File: config.mk
export PLATFORM = sky130hd
export DESIGN_NAME = synth_top
export DESIGN_NICKNAME = d
export VERILOG_FILES = /design/src/logic/synth_pkg.sv /design/src/logic/uart_rx.sv /design/src/logic/midi_decoder.sv /design/src/logic/pulse_voice.sv /design/src/logic/stereo_dac_output.sv /design/src/logic/synth_top.sv
export SDC_FILE = /design/constraint.sdc
export NUM_CORES = 1
export LEC_CHECK = 0
export BUFFER_PORTS_ARGS = -buffer_cell sky130_fd_sc_hd__buf_2
export CORE_MARGIN = 1.5
export CORE_UTILIZATION = 40
export CTS_CLUSTER_SIZE = 10
export DETAILED_ROUTE_END_ITERATION = 6
export HOLD_SLACK_MARGIN = 0.02
export SLEW_MARGIN = 20
export SYNTH_ARGS = -nofsm -noshare
export SYNTH_HDL_FRONTEND = slang
export SYNTH_SLANG_ARGS = --single-unit
export TNS_END_PERCENT = 30
File: constraint.sdc
create_clock -name clk -period 4.5 [get_ports clk]
set_input_delay 0.9 -clock clk [delete_from_list [all_inputs] [get_ports clk]]
set_output_delay 0.9 -clock clk [all_outputs]
set_load 0.02 [all_outputs]
File: src/logic/synth_pkg.sv
// sample and data widths, midi command and decoder state enums, note half-period table
package synth_pkg;

    // ----------------------------------------------------------------------
    // widths
    // ----------------------------------------------------------------------
    // signed audio sample
    localparam int SMPL_W      = 18;
    // payload bits of a midi data byte
    localparam int MIDI_DATA_W = 7;
    // velocity moves up by this many bits to form the amplitude
    // full velocity gives 130048 so a negated sample still fits
    localparam int AMP_SHIFT   = 10;

    // ----------------------------------------------------------------------
    // enums
    // ----------------------------------------------------------------------
    // low three bits of the status nibble
    // 0x8 and 0x9 land on 0 and 1
    typedef enum logic [2:0] {
        NOTE_OFF = 3'd0,
        NOTE_ON  = 3'd1,
        OTHER    = 3'd7
    } midi_cmd_t;

    // midi parser position within a message
    typedef enum logic [1:0] {
        IDLE  = 2'd0,
        DATA0 = 2'd1,
        DATA1 = 2'd2
    } dec_state_t;

    // ----------------------------------------------------------------------
    // note table
    // ----------------------------------------------------------------------
    // half-periods in samples for notes 0 to 11 at a nominal 1 MHz rate
    // higher octaves shift right by note div 12
    localparam logic [15:0] NOTE_HALF_PERIOD [12] = '{
        16'd61156, 16'd57723, 16'd54484, 16'd51426,
        16'd48540, 16'd45815, 16'd43244, 16'd40817,
        16'd38526, 16'd36364, 16'd34323, 16'd32396
    };

endpackage

File: src/logic/uart_rx.sv
// 8n1 serial receiver with mid-bit sampling and a one-cycle byte strobe
`timescale 1ns/1ps

module uart_rx #(
    parameter int CLK_FREQ  = 100_000_000,
    parameter int BAUD_RATE = 31_250
) (
    input  logic       clk,
    input  logic       arst_n,
    input  logic       rx,
    output logic       data_received,
    output logic [7:0] data
);

    // clocks per bit and per half bit
    localparam int BIT_CLKS  = CLK_FREQ / BAUD_RATE;
    localparam int HALF_CLKS = BIT_CLKS / 2;
    localparam int CNT_W     = $clog2(BIT_CLKS + 1);

    typedef enum logic [1:0] {
        RX_IDLE,
        RX_START,
        RX_DATA,
        RX_STOP
    } rx_state_t;

    rx_state_t        state;
    // two sync stages plus one more for edge detect
    logic [2:0]       rx_sync;
    logic [CNT_W-1:0] cnt;
    logic [2:0]       bit_idx;
    logic [7:0]       shift;
    logic             rx_s;
    logic             start_edge;
    logic             half_done;
    logic             bit_done;

    assign rx_s       = rx_sync[1];
    assign start_edge = rx_sync[2] & ~rx_sync[1];
    assign half_done  = (cnt == CNT_W'(HALF_CLKS - 1));
    assign bit_done   = (cnt == CNT_W'(BIT_CLKS - 1));

    // ----------------------------------------------------------------------
    // frame FSM
    // ----------------------------------------------------------------------
    always_ff @(posedge clk or negedge arst_n) begin
        if (!arst_n) begin
            // idle line is high
            rx_sync       <= '1;
            state         <= RX_IDLE;
            cnt           <= '0;
            bit_idx       <= '0;
            data_received <= 1'b0;
        end else begin
            rx_sync       <= {rx_sync[1:0], rx};
            data_received <= 1'b0;
            cnt           <= cnt + 1'b1;
            case (state)
                RX_IDLE: begin
                    cnt <= '0;
                    if (start_edge) begin
                        state <= RX_START;
                    end
                end
                // confirm start bit at its middle
                RX_START: begin
                    if (half_done) begin
                        cnt     <= '0;
                        bit_idx <= '0;
                        state   <= rx_s ? RX_IDLE : RX_DATA;
                    end
                end
                RX_DATA: begin
                    if (bit_done) begin
                        cnt     <= '0;
                        bit_idx <= bit_idx + 1'b1;
                        if (bit_idx == 3'd7) begin
                            state <= RX_STOP;
                        end
                    end
                end
                // low stop bit means framing error, byte dropped
                RX_STOP: begin
                    if (bit_done) begin
                        cnt           <= '0;
                        data_received <= rx_s;
                        state         <= RX_IDLE;
                    end
                end
                default: state <= RX_IDLE;
            endcase
        end
    end

    // lsb first
    always_ff @(posedge clk) begin
        if (state == RX_DATA && bit_done) begin
            shift <= {rx_s, shift[7:1]};
        end
        if (state == RX_STOP && bit_done) begin
            data <= shift;
        end
    end

    // a frame lasts ten bit times so strobes never touch
    assert property (@(posedge clk) disable iff (!arst_n)
        data_received |=> !data_received);

endmodule

File: src/logic/midi_decoder.sv
// midi byte parser with running status producing note on and note off messages
`timescale 1ns/1ps

module midi_decoder #(
    parameter int MIDI_CHANNEL = 0
) (
    input  logic                                clk,
    input  logic                                arst_n,
    input  logic                                data_in_ready,
    input  logic [7:0]                          data_in,
    output logic                                midi_rdy,
    output synth_pkg::midi_cmd_t                midi_cmd,
    output logic [3:0]                          midi_ch_sysn,
    output logic [synth_pkg::MIDI_DATA_W-1:0]   midi_data0,
    output logic [synth_pkg::MIDI_DATA_W-1:0]   midi_data1
);

    localparam int DW = synth_pkg::MIDI_DATA_W;

    synth_pkg::dec_state_t state;
    // running status
    synth_pkg::midi_cmd_t  run_cmd;
    logic [3:0]            run_ch;
    logic [DW-1:0]         data0_q;
    synth_pkg::midi_cmd_t  status_cmd;
    logic                  is_status;
    logic                  is_system;
    logic                  msg_done;
    logic                  msg_ours;

    // command from the incoming status byte
    always_comb begin
        case (data_in[7:4])
            4'h8:    status_cmd = synth_pkg::NOTE_OFF;
            4'h9:    status_cmd = synth_pkg::NOTE_ON;
            default: status_cmd = synth_pkg::OTHER;
        endcase
    end

    assign is_status = data_in_ready & data_in[7];
    assign is_system = is_status & (data_in[7:4] == 4'hF);
    // second data byte closes the message
    assign msg_done  = data_in_ready & ~data_in[7] & (state == synth_pkg::DATA1);
    assign msg_ours  = (run_cmd != synth_pkg::OTHER) && (run_ch == 4'(MIDI_CHANNEL));

    // ----------------------------------------------------------------------
    // parser FSM
    // ----------------------------------------------------------------------
    always_ff @(posedge clk or negedge arst_n) begin
        if (!arst_n) begin
            state    <= synth_pkg::IDLE;
            run_cmd  <= synth_pkg::OTHER;
            run_ch   <= '0;
            midi_rdy <= 1'b0;
            midi_cmd <= synth_pkg::OTHER;
        end else begin
            midi_rdy <= 1'b0;
            if (is_system) begin
                state <= synth_pkg::IDLE;
            end else if (is_status) begin
                state   <= synth_pkg::DATA0;
                run_cmd <= status_cmd;
                run_ch  <= data_in[3:0];
            end else if (data_in_ready) begin
                case (state)
                    synth_pkg::DATA0: state <= synth_pkg::DATA1;
                    // back to DATA0 keeps running status
                    synth_pkg::DATA1: state <= synth_pkg::DATA0;
                    default:          state <= synth_pkg::IDLE;
                endcase
            end
            if (msg_done && msg_ours) begin
                midi_rdy <= 1'b1;
                // note on at zero velocity is a note off
                if (run_cmd == synth_pkg::NOTE_ON && data_in[DW-1:0] == '0) begin
                    midi_cmd <= synth_pkg::NOTE_OFF;
                end else begin
                    midi_cmd <= run_cmd;
                end
            end
        end
    end

    // message payload held until the next strobe
    always_ff @(posedge clk) begin
        if (data_in_ready && !data_in[7] && state == synth_pkg::DATA0) begin
            data0_q <= data_in[DW-1:0];
        end
        if (msg_done && msg_ours) begin
            midi_ch_sysn <= run_ch;
            midi_data0   <= data0_q;
            midi_data1   <= data_in[DW-1:0];
        end
    end

    // only note messages leave the decoder
    // and a note on never carries zero velocity
    assert property (@(posedge clk) disable iff (!arst_n)
        midi_rdy |-> midi_cmd != synth_pkg::OTHER &&
                     !(midi_cmd == synth_pkg::NOTE_ON && midi_data1 == '0));

endmodule

File: src/logic/pulse_voice.sv
// sample-rate strobe, note state and square-wave stereo sample generator
`timescale 1ns/1ps

module pulse_voice #(
    parameter int SMPL_DIV = 100
) (
    input  logic                               clk,
    input  logic                               arst_n,
    input  logic                               midi_rdy,
    input  synth_pkg::midi_cmd_t               midi_cmd,
    input  logic [synth_pkg::MIDI_DATA_W-1:0]  midi_data0,
    input  logic [synth_pkg::MIDI_DATA_W-1:0]  midi_data1,
    output logic                               note_active,
    output logic                               smpl_out_rdy,
    output logic signed [synth_pkg::SMPL_W-1:0] smpl_out_l,
    output logic signed [synth_pkg::SMPL_W-1:0] smpl_out_r
);

    localparam int SW    = synth_pkg::SMPL_W;
    localparam int DW    = synth_pkg::MIDI_DATA_W;
    localparam int DIV_W = $clog2(SMPL_DIV + 1);

    logic [DIV_W-1:0]     div_cnt;
    logic                 smpl_tick;
    logic [DW-1:0]        note;
    logic signed [SW-1:0] amp;
    logic [15:0]          half_period;
    logic [15:0]          phase_cnt;
    logic                 polarity;
    logic [3:0]           note_idx;
    logic [3:0]           note_oct;
    logic [15:0]          new_half_period;

    // ----------------------------------------------------------------------
    // note state
    // ----------------------------------------------------------------------
    // semitone and octave of the incoming note
    assign note_idx        = 4'(midi_data0 % 7'd12);
    assign note_oct        = 4'(midi_data0 / 7'd12);
    assign new_half_period = synth_pkg::NOTE_HALF_PERIOD[note_idx] >> note_oct;

    always_ff @(posedge clk or negedge arst_n) begin
        if (!arst_n) begin
            note_active <= 1'b0;
        end else if (midi_rdy) begin
            if (midi_cmd == synth_pkg::NOTE_ON) begin
                note_active <= 1'b1;
            end else if (midi_cmd == synth_pkg::NOTE_OFF && midi_data0 == note) begin
                // off for a different note is ignored
                note_active <= 1'b0;
            end
        end
    end

    always_ff @(posedge clk) begin
        if (midi_rdy && midi_cmd == synth_pkg::NOTE_ON) begin
            note        <= midi_data0;
            amp         <= SW'(midi_data1) << synth_pkg::AMP_SHIFT;
            half_period <= new_half_period;
        end
    end

    // ----------------------------------------------------------------------
    // sample stream
    // ----------------------------------------------------------------------
    assign smpl_tick = (div_cnt == DIV_W'(SMPL_DIV - 1));

    always_ff @(posedge clk or negedge arst_n) begin
        if (!arst_n) begin
            div_cnt      <= '0;
            smpl_out_rdy <= 1'b0;
            phase_cnt    <= '0;
            polarity     <= 1'b0;
            smpl_out_l   <= '0;
            smpl_out_r   <= '0;
        end else begin
            smpl_out_rdy <= smpl_tick;
            div_cnt      <= smpl_tick ? '0 : div_cnt + 1'b1;
            if (smpl_tick) begin
                if (!note_active) begin
                    // phase restarts with the next note
                    phase_cnt  <= '0;
                    polarity   <= 1'b0;
                    smpl_out_l <= '0;
                    smpl_out_r <= '0;
                end else begin
                    if (phase_cnt >= half_period - 16'd1) begin
                        phase_cnt <= '0;
                        polarity  <= ~polarity;
                    end else begin
                        phase_cnt <= phase_cnt + 16'd1;
                    end
                    // right channel runs inverted
                    smpl_out_l <= polarity ? -amp : amp;
                    smpl_out_r <= polarity ? amp : -amp;
                end
            end
        end
    end

    // a sounding note is never silent and the pair stays mirrored
    assert property (@(posedge clk) disable iff (!arst_n)
        smpl_out_rdy && $past(note_active) |->
            smpl_out_l != '0 && smpl_out_l == -smpl_out_r);

endmodule

File: src/logic/stereo_dac_output.sv
// two first-order sigma-delta modulators driving one-bit dac outputs
`timescale 1ns/1ps

module stereo_dac_output (
    input  logic                                clk,
    input  logic                                arst_n,
    input  logic                                sample_in_rdy,
    input  logic signed [synth_pkg::SMPL_W-1:0] sample_in_l,
    input  logic signed [synth_pkg::SMPL_W-1:0] sample_in_r,
    output logic                                dac_out_l,
    output logic                                dac_out_r
);

    localparam int SW = synth_pkg::SMPL_W;

    // index 0 left, 1 right
    logic signed [SW-1:0] smpl_in [2];
    logic [1:0]           dac_bit;

    assign smpl_in[0] = sample_in_l;
    assign smpl_in[1] = sample_in_r;
    assign dac_out_l  = dac_bit[0];
    assign dac_out_r  = dac_bit[1];

    for (genvar ch = 0; ch < 2; ch++) begin : g_ch
        // offset binary level, zero sample sits at mid scale
        logic [SW-1:0] level;
        logic [SW-1:0] acc;
        logic [SW:0]   sum;
        logic          bit_q;

        assign sum         = {1'b0, acc} + {1'b0, level};
        assign dac_bit[ch] = bit_q;

        always_ff @(posedge clk or negedge arst_n) begin
            if (!arst_n) begin
                level <= SW'(1) << (SW - 1);
                acc   <= '0;
                bit_q <= 1'b0;
            end else begin
                // adding 2^17 is a flip of the sign bit
                if (sample_in_rdy) begin
                    level <= {~smpl_in[ch][SW-1], smpl_in[ch][SW-2:0]};
                end
                // carry out is the pulse density output
                acc   <= sum[SW-1:0];
                bit_q <= sum[SW];
            end
        end
    end

endmodule

File: src/logic/synth_top.sv
// top level joining serial receiver, midi decoder, pulse voice and stereo dac
`timescale 1ns/1ps

module synth_top #(
    parameter int CLK_FREQ     = 100_000_000,
    parameter int BAUD_RATE    = 31_250,
    parameter int MIDI_CHANNEL = 0,
    parameter int SMPL_DIV     = 100
) (
    input  logic clk,
    input  logic arst_n,
    input  logic rx,
    output logic dac_out_l,
    output logic dac_out_r,
    // stands in for the board led
    output logic note_active
);

    localparam int SW = synth_pkg::SMPL_W;
    localparam int DW = synth_pkg::MIDI_DATA_W;

    // ----------------------------------------------------------------------
    // serial in to midi messages
    // ----------------------------------------------------------------------
    logic                 data_received;
    logic [7:0]           data;
    logic                 midi_rdy;
    synth_pkg::midi_cmd_t midi_cmd;
    logic [DW-1:0]        midi_data0;
    logic [DW-1:0]        midi_data1;

    uart_rx #(
        .CLK_FREQ (CLK_FREQ),
        .BAUD_RATE(BAUD_RATE)
    ) uart_rx (
        .clk          (clk          ),
        .arst_n       (arst_n       ),
        .rx           (rx           ),
        .data_received(data_received),
        .data         (data         )
    );

    // channel filtering happens inside, channel out left open
    midi_decoder #(
        .MIDI_CHANNEL(MIDI_CHANNEL)
    ) midi_decoder (
        .clk          (clk          ),
        .arst_n       (arst_n       ),
        .data_in_ready(data_received),
        .data_in      (data         ),
        .midi_rdy     (midi_rdy     ),
        .midi_cmd     (midi_cmd     ),
        .midi_ch_sysn (             ),
        .midi_data0   (midi_data0   ),
        .midi_data1   (midi_data1   )
    );

    // ----------------------------------------------------------------------
    // voice and dac
    // ----------------------------------------------------------------------
    logic                 smpl_out_rdy;
    logic signed [SW-1:0] smpl_out_l;
    logic signed [SW-1:0] smpl_out_r;

    pulse_voice #(
        .SMPL_DIV(SMPL_DIV)
    ) pulse_voice (
        .clk         (clk         ),
        .arst_n      (arst_n      ),
        .midi_rdy    (midi_rdy    ),
        .midi_cmd    (midi_cmd    ),
        .midi_data0  (midi_data0  ),
        .midi_data1  (midi_data1  ),
        .note_active (note_active ),
        .smpl_out_rdy(smpl_out_rdy),
        .smpl_out_l  (smpl_out_l  ),
        .smpl_out_r  (smpl_out_r  )
    );

    stereo_dac_output stereo_dac_output (
        .clk          (clk         ),
        .arst_n       (arst_n      ),
        .sample_in_rdy(smpl_out_rdy),
        .sample_in_l  (smpl_out_l  ),
        .sample_in_r  (smpl_out_r  ),
        .dac_out_l    (dac_out_l   ),
        .dac_out_r    (dac_out_r   )
    );

endmodule

==> impl_results.md, run 1 <==
- CTS sink cnt: 173
- Remaining DRCs: 0
- Min-Delay Path Class: reg2reg
- Area contributors post-synth: dfrtp_1 (24%), edfxtp_1 (20%), ha_1 (6.0%), xnor2_1 (4.2%), nand2_1 (3.0%)
- H-tree depth: 4
- Worst-path clk slew: 80 ps
- Layout cells sized above 1: 0.1137
- Hold_buf cts: 0
- Final Max Slew Viols: 0
- Core ar.: 24530 µm²
- Final Cell Area: 11030 µm²
- Routed WL per cell: 15.74 µm
- CTS tree: done
- Initial core utilization: 0.4106
- Vias in the first global route: 6835
- Area growth from synthesis to layout: 9.514%
- Syn Nets: 1041
- Via density: 5.451
- Drt initial violations: 512
- Layout Skew: 15.43 ps
- Crit path DAT: 3950 ps
- Worst Tran Pin Value: 1061 ps
- Crit. End Element: register
- Outcome: complete, no violations
- Power density cells: 303.0 nW/µm²
- Antenna cells: 0
- Max Freq: 264.0 MHz
- CTS resizes: 0
- Initial antenna violation count: 0
- Slew HR: 0.2924
- Register bit total from synthesis: 173
- EDFF count, synth: 67
- CP max FO: 32
- Die width: 161.7 µm
- First-pass iteration count of the detailed router: 4
- Total routed wirelength: 20740 µm
- ANT nets after route: 0
- Setup violations, final: 0
- Yosys warnings: 0
- First-pass GRT wire length: 35150 µm
- PortBufs: 5
- GRT Total Usage: 0.1659
- Mapped Area: 10070 µm²
- Clock Tree Root: clkbuf_16
- Crit Path Class: reg2reg
- Final period util: 0.8416
- Post-synthesis cell count: 988
- Minimum clock period: 3787 ps
- Placer Congestion: 0.8799
- Post-DP HPWL: 14870 µm
- Max-cap viol count: 0
- Die ar.: 26150 µm²
- Rows: 57
- Min Hold Slack: 359.1 ps
- RSZ-0062 raised after global routing: false
- TritonCTS buffer count: 17
- Placed Area: 10410 µm²
- Synth async-reset ratio: 0.6127
- Synth Flop Type: dfrtp_1
- Sequential share of the synthesized area: 0.4642
- Fin. Hold Viols: 0
- Netlist cell types: 98
- Ports: 6
- Syn_area_per_cell: 10.20 µm²
- Post-synth top area cell: dfrtp_1
- Die Ht: 161.7 µm
- Yosys top cell area share: 0.2410
- Final global-route overflow total: 0
- Worst EP required: 4660 ps
- Fin Setup TNS: 0 ps
- Setup Fix Bufs, Post-CTS: 0
- Clock Latency Late Sink: 440 ps
- Clock Path Buffers: 2
- DR vias: 7184
- Nets: 1034
- Peak VDD IR: 266.0 µV
- Largest net degree at the start of global routing: 57
- Pleak: 4.489 nW
- CP Launch Type: register
## flip-flops by register name, summed over array words and instances, names as in the netlist, 4 cells and up, named ones only
name	count
midi_decoder.run_ch	4
stereo_dac_output.g_ch.level	15
stereo_dac_output.g_ch.acc	16
pulse_voice.div_cnt	7
midi_decoder.data0_q	7
pulse_voice.phase_cnt	16
uart_rx.cnt	12
pulse_voice.note	7
uart_rx.shift	8
midi_decoder.midi_data1	7
pulse_voice.smpl_out_r	8
pulse_voice.amp	7
midi_decoder.midi_data0	7
pulse_voice.half_period	16
pulse_voice.smpl_out_l	7
uart_rx.data	8
## kinds of logic after synthesis
logic type,share of synthesized area
xor gates and xnor gates,0.06434
DFF,0.4642
and+or+nand+nor,0.1682
muxes,0.02695
adders and majority gates,0.06459
buffers and inverters,0.04298
AOI/OAI and AO/OA,0.1688
## critical path, stage by stage, from the launching register on
cell,delay [ps]
edfxtp_1,1050
xor2_1,180
a22o_1,300
a22oi_1,530
nand2_2,330
a211oi_1,430
o21ai_0,210
a211oi_1,310
o31ai_1,150
## per-layer routing
layer | track usage | up-vias | wire length, µm
li1 | - | 3592 | -
met1 | 0.2420 | 3434 | 10390
met2 | 0.2522 | 136 | 9254
met3 | 0.02809 | 22 | 822
met4 | 0.05046 | 0 | 274
met5 | 0 | - | 0
## cell type report
class | instances | area, µm²
Multi-Input combinational cell | 717 | 4965
Fill cell | 2339 | 13500
Tap cell | 324 | 405.4
Clock inverter | 15 | 196.4
Clock buffer | 17 | 425.4
Inverter | 51 | 191.4
Timing Repair Buffer | 21 | 172.7
Sequential cell | 173 | 4676
## cells in the mapped netlist (8+ instances only)
library cell	n
nand3_1	37
xor2_1	26
mux2_2	17
buf_2	16
nand2_1	80
nor2_1	77
a21oi_1	42
and2_1	9
inv_1	49
and3_1	8
o31ai_1	11
ha_1	48
nor2b_1	9
a21o_1	16
dfrtp_1	97
o21ai_0	51
xnor2_1	48
nor3_1	28
a211oi_1	13
mux2i_1	8
clkbuf_1	20
edfxtp_1	67
dfstp_2	9
nand4_1	13
nor4_1	9
nand2b_1	20
## cells in the final DEF (no fill, tap or decap), types with 11 or more instances in the layout
cell type,synthesis,layout
nand3_1,37,37
clkbuf_16,0,17
nand4_1,13,13
mux2_2,17,17
edfxtp_1,67,67
inv_1,49,49
dfrtp_1,97,97
nand2_1,80,80
nand2b_1,20,20
a21o_1,16,16
xor2_1,26,26
ha_1,48,48
a211oi_1,13,13
a21oi_1,42,42
xnor2_1,48,48
o21ai_0,51,51
nor3_1,28,28
o31ai_1,11,11
buf_4,6,15
nor2_1,77,77
## final timing paths
| path | depth (start not counted) | to | slack [ps] | start |
|---|---|---|---|---|
| min in group asynchronous | 1 | uart_rx.bit_idx[0]$_DFFE_PN0P_ | 500 | arst_n |
| max in group asynchronous | 2 | stereo_dac_output.g_ch[0].level[17]$_DFFE_PN1P_ | 3210 | arst_n |
| setup reg to reg | 8 | pulse_voice.half_period[1]$_DFFE_PP_ | 710 | midi_decoder.midi_data0[3]$_DFFE_PP_ |
| hold reg to reg | 0 | uart_rx.rx_sync[1]$_DFF_PN1_ | 360 | uart_rx.rx_sync[0]$_DFF_PN1_ |
| setup / recovery | 8 | pulse_voice.half_period[1]$_DFFE_PP_ | 710 | midi_decoder.midi_data0[3]$_DFFE_PP_ |
| hold / removal | 0 | uart_rx.rx_sync[1]$_DFF_PN1_ | 360 | uart_rx.rx_sync[0]$_DFF_PN1_ |
## where the power goes
part / switching, mW / internal, mW
Sequential: 0.0185 / 1.65
Clock: 0.699 / 0.804
Combinational: 0.116 / 0.0549
## stage by stage
stage / setup WS, ps / power [mW] / cells / utilization
floorplan: 1284 / 1.821 / 988 / -
global placement: 844.7 / 1.873 / 1286 / 0.4243
detailed placement: 852.0 / 1.876 / 1286 / 0.4243
CTS: 844.0 / 3.386 / 1318 / 0.4497
global route: 541.4 / 3.476 / 1318 / 0.4497
finish: 712.6 / 3.343 / 1318 / 0.4497
No activity file was read; power rests on OpenSTA's default activity.
==> inputs of run 2 (changes only) <==
clock period = 3.8 ns   (was 4.5 ns; I/O delays follow)
==> run 2 against run 1 <==
Design area up 0.79%. Total power up 18%. Largest power group unchanged. Maximum frequency up 12%. Highest routed layer unchanged. Register-to-register slack worse by 280 ps. Utilization up 0.36 points. Clock power up 17%. Global-route usage down 0.079 points.
==> impl_results.md, run 2 (synthesis results as in run 1) <==
- Setup violations, final: 0 (unchanged)
- Worst-path clk slew: 80 ps (about the same)
- Flop-to-flop setup slack: 430 ps (-280 ps)
- Worst Tran Pin Value: 736.6 ps (-324.8 ps)
- CP max FO: 8 (-75%)
- Setup Fix Bufs, Post-CTS: 0 (unchanged)
- CP Launch Type: register
- Die ar.: 26150 µm² (unchanged)
- Crit path DAT: 3690 ps (-260 ps)
- Initial antenna violation count: 0 (unchanged)
- Min Hold Slack: 292.0 ps (-67.11 ps)
- Final Max Slew Viols: 0 (unchanged)
- Clock Tree Root: clkbuf_16
- Fin. Hold Viols: 0 (unchanged)
- First-pass iteration count of the detailed router: 7 (+3)
- Rows: 57 (unchanged)
- Peak VDD IR: 291.0 µV (+9.4%)
- Drt initial violations: 497 (-2.9%)
- TritonCTS buffer count: 17 (unchanged)
- Power density cells: 354.7 nW/µm² (+17%)
- Clk pwr share: 0.448 (-0.002)
- Total routed wirelength: 20530 µm (-1.0%)
- Sequential share of power: 0.501 (+0.002)
- RSZ-0062 raised after global routing: false
- Commonest non-fill, non-tap cell in the layout: dfrtp_1
- Layout cells sized above 1: 0.1244 (+0.01070)
- Max Freq: 296.5 MHz (+12%)
- CTS sink cnt: 173 (unchanged)
- Minimum clock period: 3372 ps (-415.1 ps)
- Worst EP required: 4120 ps (-540 ps)
- Final global-route overflow total: 0 (unchanged)
- Min-Delay Path Class: in2async
- Die width: 161.7 µm (unchanged)
- ANT nets after route: 0 (unchanged)
- Switching Power: 0.9715 mW (+17%)
- Area growth from synthesis to layout: 10.38%
- Pleak: 4.548 nW (+1.3%)
- H-tree depth: 4 (unchanged)
- Routed WL per cell: 15.45 µm (-1.8%)
- Antenna cells: 0 (unchanged)
- Post-DP HPWL: 14900 µm (+0.20%)
- DR vias: 7246 (+0.86%)
- Outcome: complete, no violations
- First-pass GRT wire length: 34640 µm (-1.4%)
- CTS tree: done
- Final Util: 0.4532 (+0.003570)
- Vias in the first global route: 6864 (+0.42%)
- Worst reg2reg path depth: 16 (+8)
- Core ar.: 24530 µm² (unchanged)
- Final Cell Area: 11120 µm² (+0.79%)
- Placer Congestion: 0.9088 (+3.3%)
- Layout Skew: 11.82 ps (-3.607 ps)
- DP Worst Slack: 426.9 ps (-425.1 ps)
- Initial core utilization: 0.4106 (unchanged)
- PortBufs: 5 (unchanged)
- Via density: 5.452 (about the same)
- Clock Path Buffers: 2 (unchanged)
- Clock Latency Late Sink: 440 ps (about the same)
- Remaining DRCs: 0 (unchanged)
- Max-cap viol count: 0 (unchanged)
- Crit. End Element: register
- Sw Ratio: 0.2464 (-0.002948)
- Ports: 6 (unchanged)
- Slew HR: 0.5089 (+0.2166)
- Comb pwr share: 0.051 (about the same)
- Crit Path Class: reg2reg
- Critical path startpoint: pulse_voice.half_period[0]$_DFFE_PP_
- Final period util: 0.8875 (+0.04581)
- Placed Area: 10490 µm² (+0.79%)
- Largest net degree at the start of global routing: 70 (+23%)
- GRT Total Usage: 0.1651 (-0.0007856)
- Fin Setup TNS: 0 ps (unchanged)
- Reg-to-reg endpoint: pulse_voice.phase_cnt[9]$_DFFE_PN0P_
- Crit Reg-Reg Startpoint: pulse_voice.half_period[0]$_DFFE_PP_
- Nets: 1045 (+1.1%)
- Die Ht: 161.7 µm (unchanged)
- Worst setup margin: 427.7 ps (-284.9 ps)
- Leading cell types in the layout, fill and taps excluded: dfrtp_1 (97), nand2_1 (80), nor2_1 (77)
- Int Pwr: 2.972 mW (+18%)
- Biggest regs: pulse_voice.half_period (16), pulse_voice.phase_cnt (16), stereo_dac_output.g_ch.acc (16)
-- run 2: changes by cell type in the layout (fill, tap and decap cells not counted) --
cell	change
buf_4	+11
nor4_2	+1
clkinv_4	+2
inv_6	-4
inv_4	+1
clkinvlp_4	-1
inv_8	+3
nor4_1	-1
clkinv_8	-1
-- run 2: power groups by stage --
stage / Sequential, mW / Clock [mW] / Combinational (mW)
6_report: 1.98 / 1.76 / 0.202
5_1_grt: 1.98 / 1.90 / 0.245
4_1_cts: 1.98 / 1.81 / 0.206
3_5_place_dp: 2.02 / 0 / 0.205
3_3_place_gp: 2.01 / 0 / 0.202
2_1_floorplan: 2.01 / 0 / 0.146
-- run 2: worst max-delay path by stage --
stage,endpoint,slack (ps),cells past startpoint
5_1_grt,pulse_voice.phase_cnt[13]$_DFFE_PN0P_,50,16
3_3_place_gp,pulse_voice.phase_cnt[12]$_DFFE_PN0P_,530,14
4_1_cts,pulse_voice.phase_cnt[9]$_DFFE_PN0P_,410,13
2_1_floorplan,pulse_voice.half_period[3]$_DFFE_PP_,580,13
6_report,pulse_voice.phase_cnt[9]$_DFFE_PN0P_,430,16
3_5_place_dp,pulse_voice.phase_cnt[12]$_DFFE_PN0P_,430,13
-- run 2: routing by layer --
metal / routed length [µm] / GRT usage / up-vias / share of wire
met5: 0 / 0 / - / 0
met4: 352 / 0.05421 / 0 / 0.017
met3: 743 / 0.03345 / 24 / 0.036
met2: 9318 / 0.2548 / 130 / 0.45
met1: 10120 / 0.2325 / 3474 / 0.49
li1: - / - / 3618 / -
-- run 2: area by class of cell --
type / count / area (µm²)
multi-input cells: 717 / 4971
fillers: 2335 / 13410
clock inverters: 15 / 195.2
repair buffers: 32 / 255.2
flip-flops and latches: 173 / 4676
clock buffers: 17 / 425.4
well taps: 324 / 405.4
inverters: 51 / 191.4
-- run 2: per-stage QoR --
| stage | cells | power (mW) |
|---|---|---|
| finish | 1329 | 3.944 |
| global route | 1329 | 4.123 |
| CTS | 1329 | 3.996 |
| detailed placement | 1297 | 2.221 |
| global placement | 1297 | 2.215 |
| floorplan | 988 | 2.157 |
-- run 2: critical path, cell delays in order, from the launching register on --
cell	delay, ps
edfxtp_1	380
inv_1	100
ha_1	180
nor3b_1	310
nand2_1	150
nor2_1	150
nand3b_1	100
xor2_1	150
ha_1	290
o21ai_0	80
a21oi_1	150
o21ai_0	80
a21oi_1	330
nor2_1	100
nor3_1	400
buf_4	240
nor2_1	50
-- run 2: repair_timing --
action | CTS | global route
endpoints found under the setup margin | 0 | 8
gates resized for setup | 0 | 1
hold buffers | 0 | 0
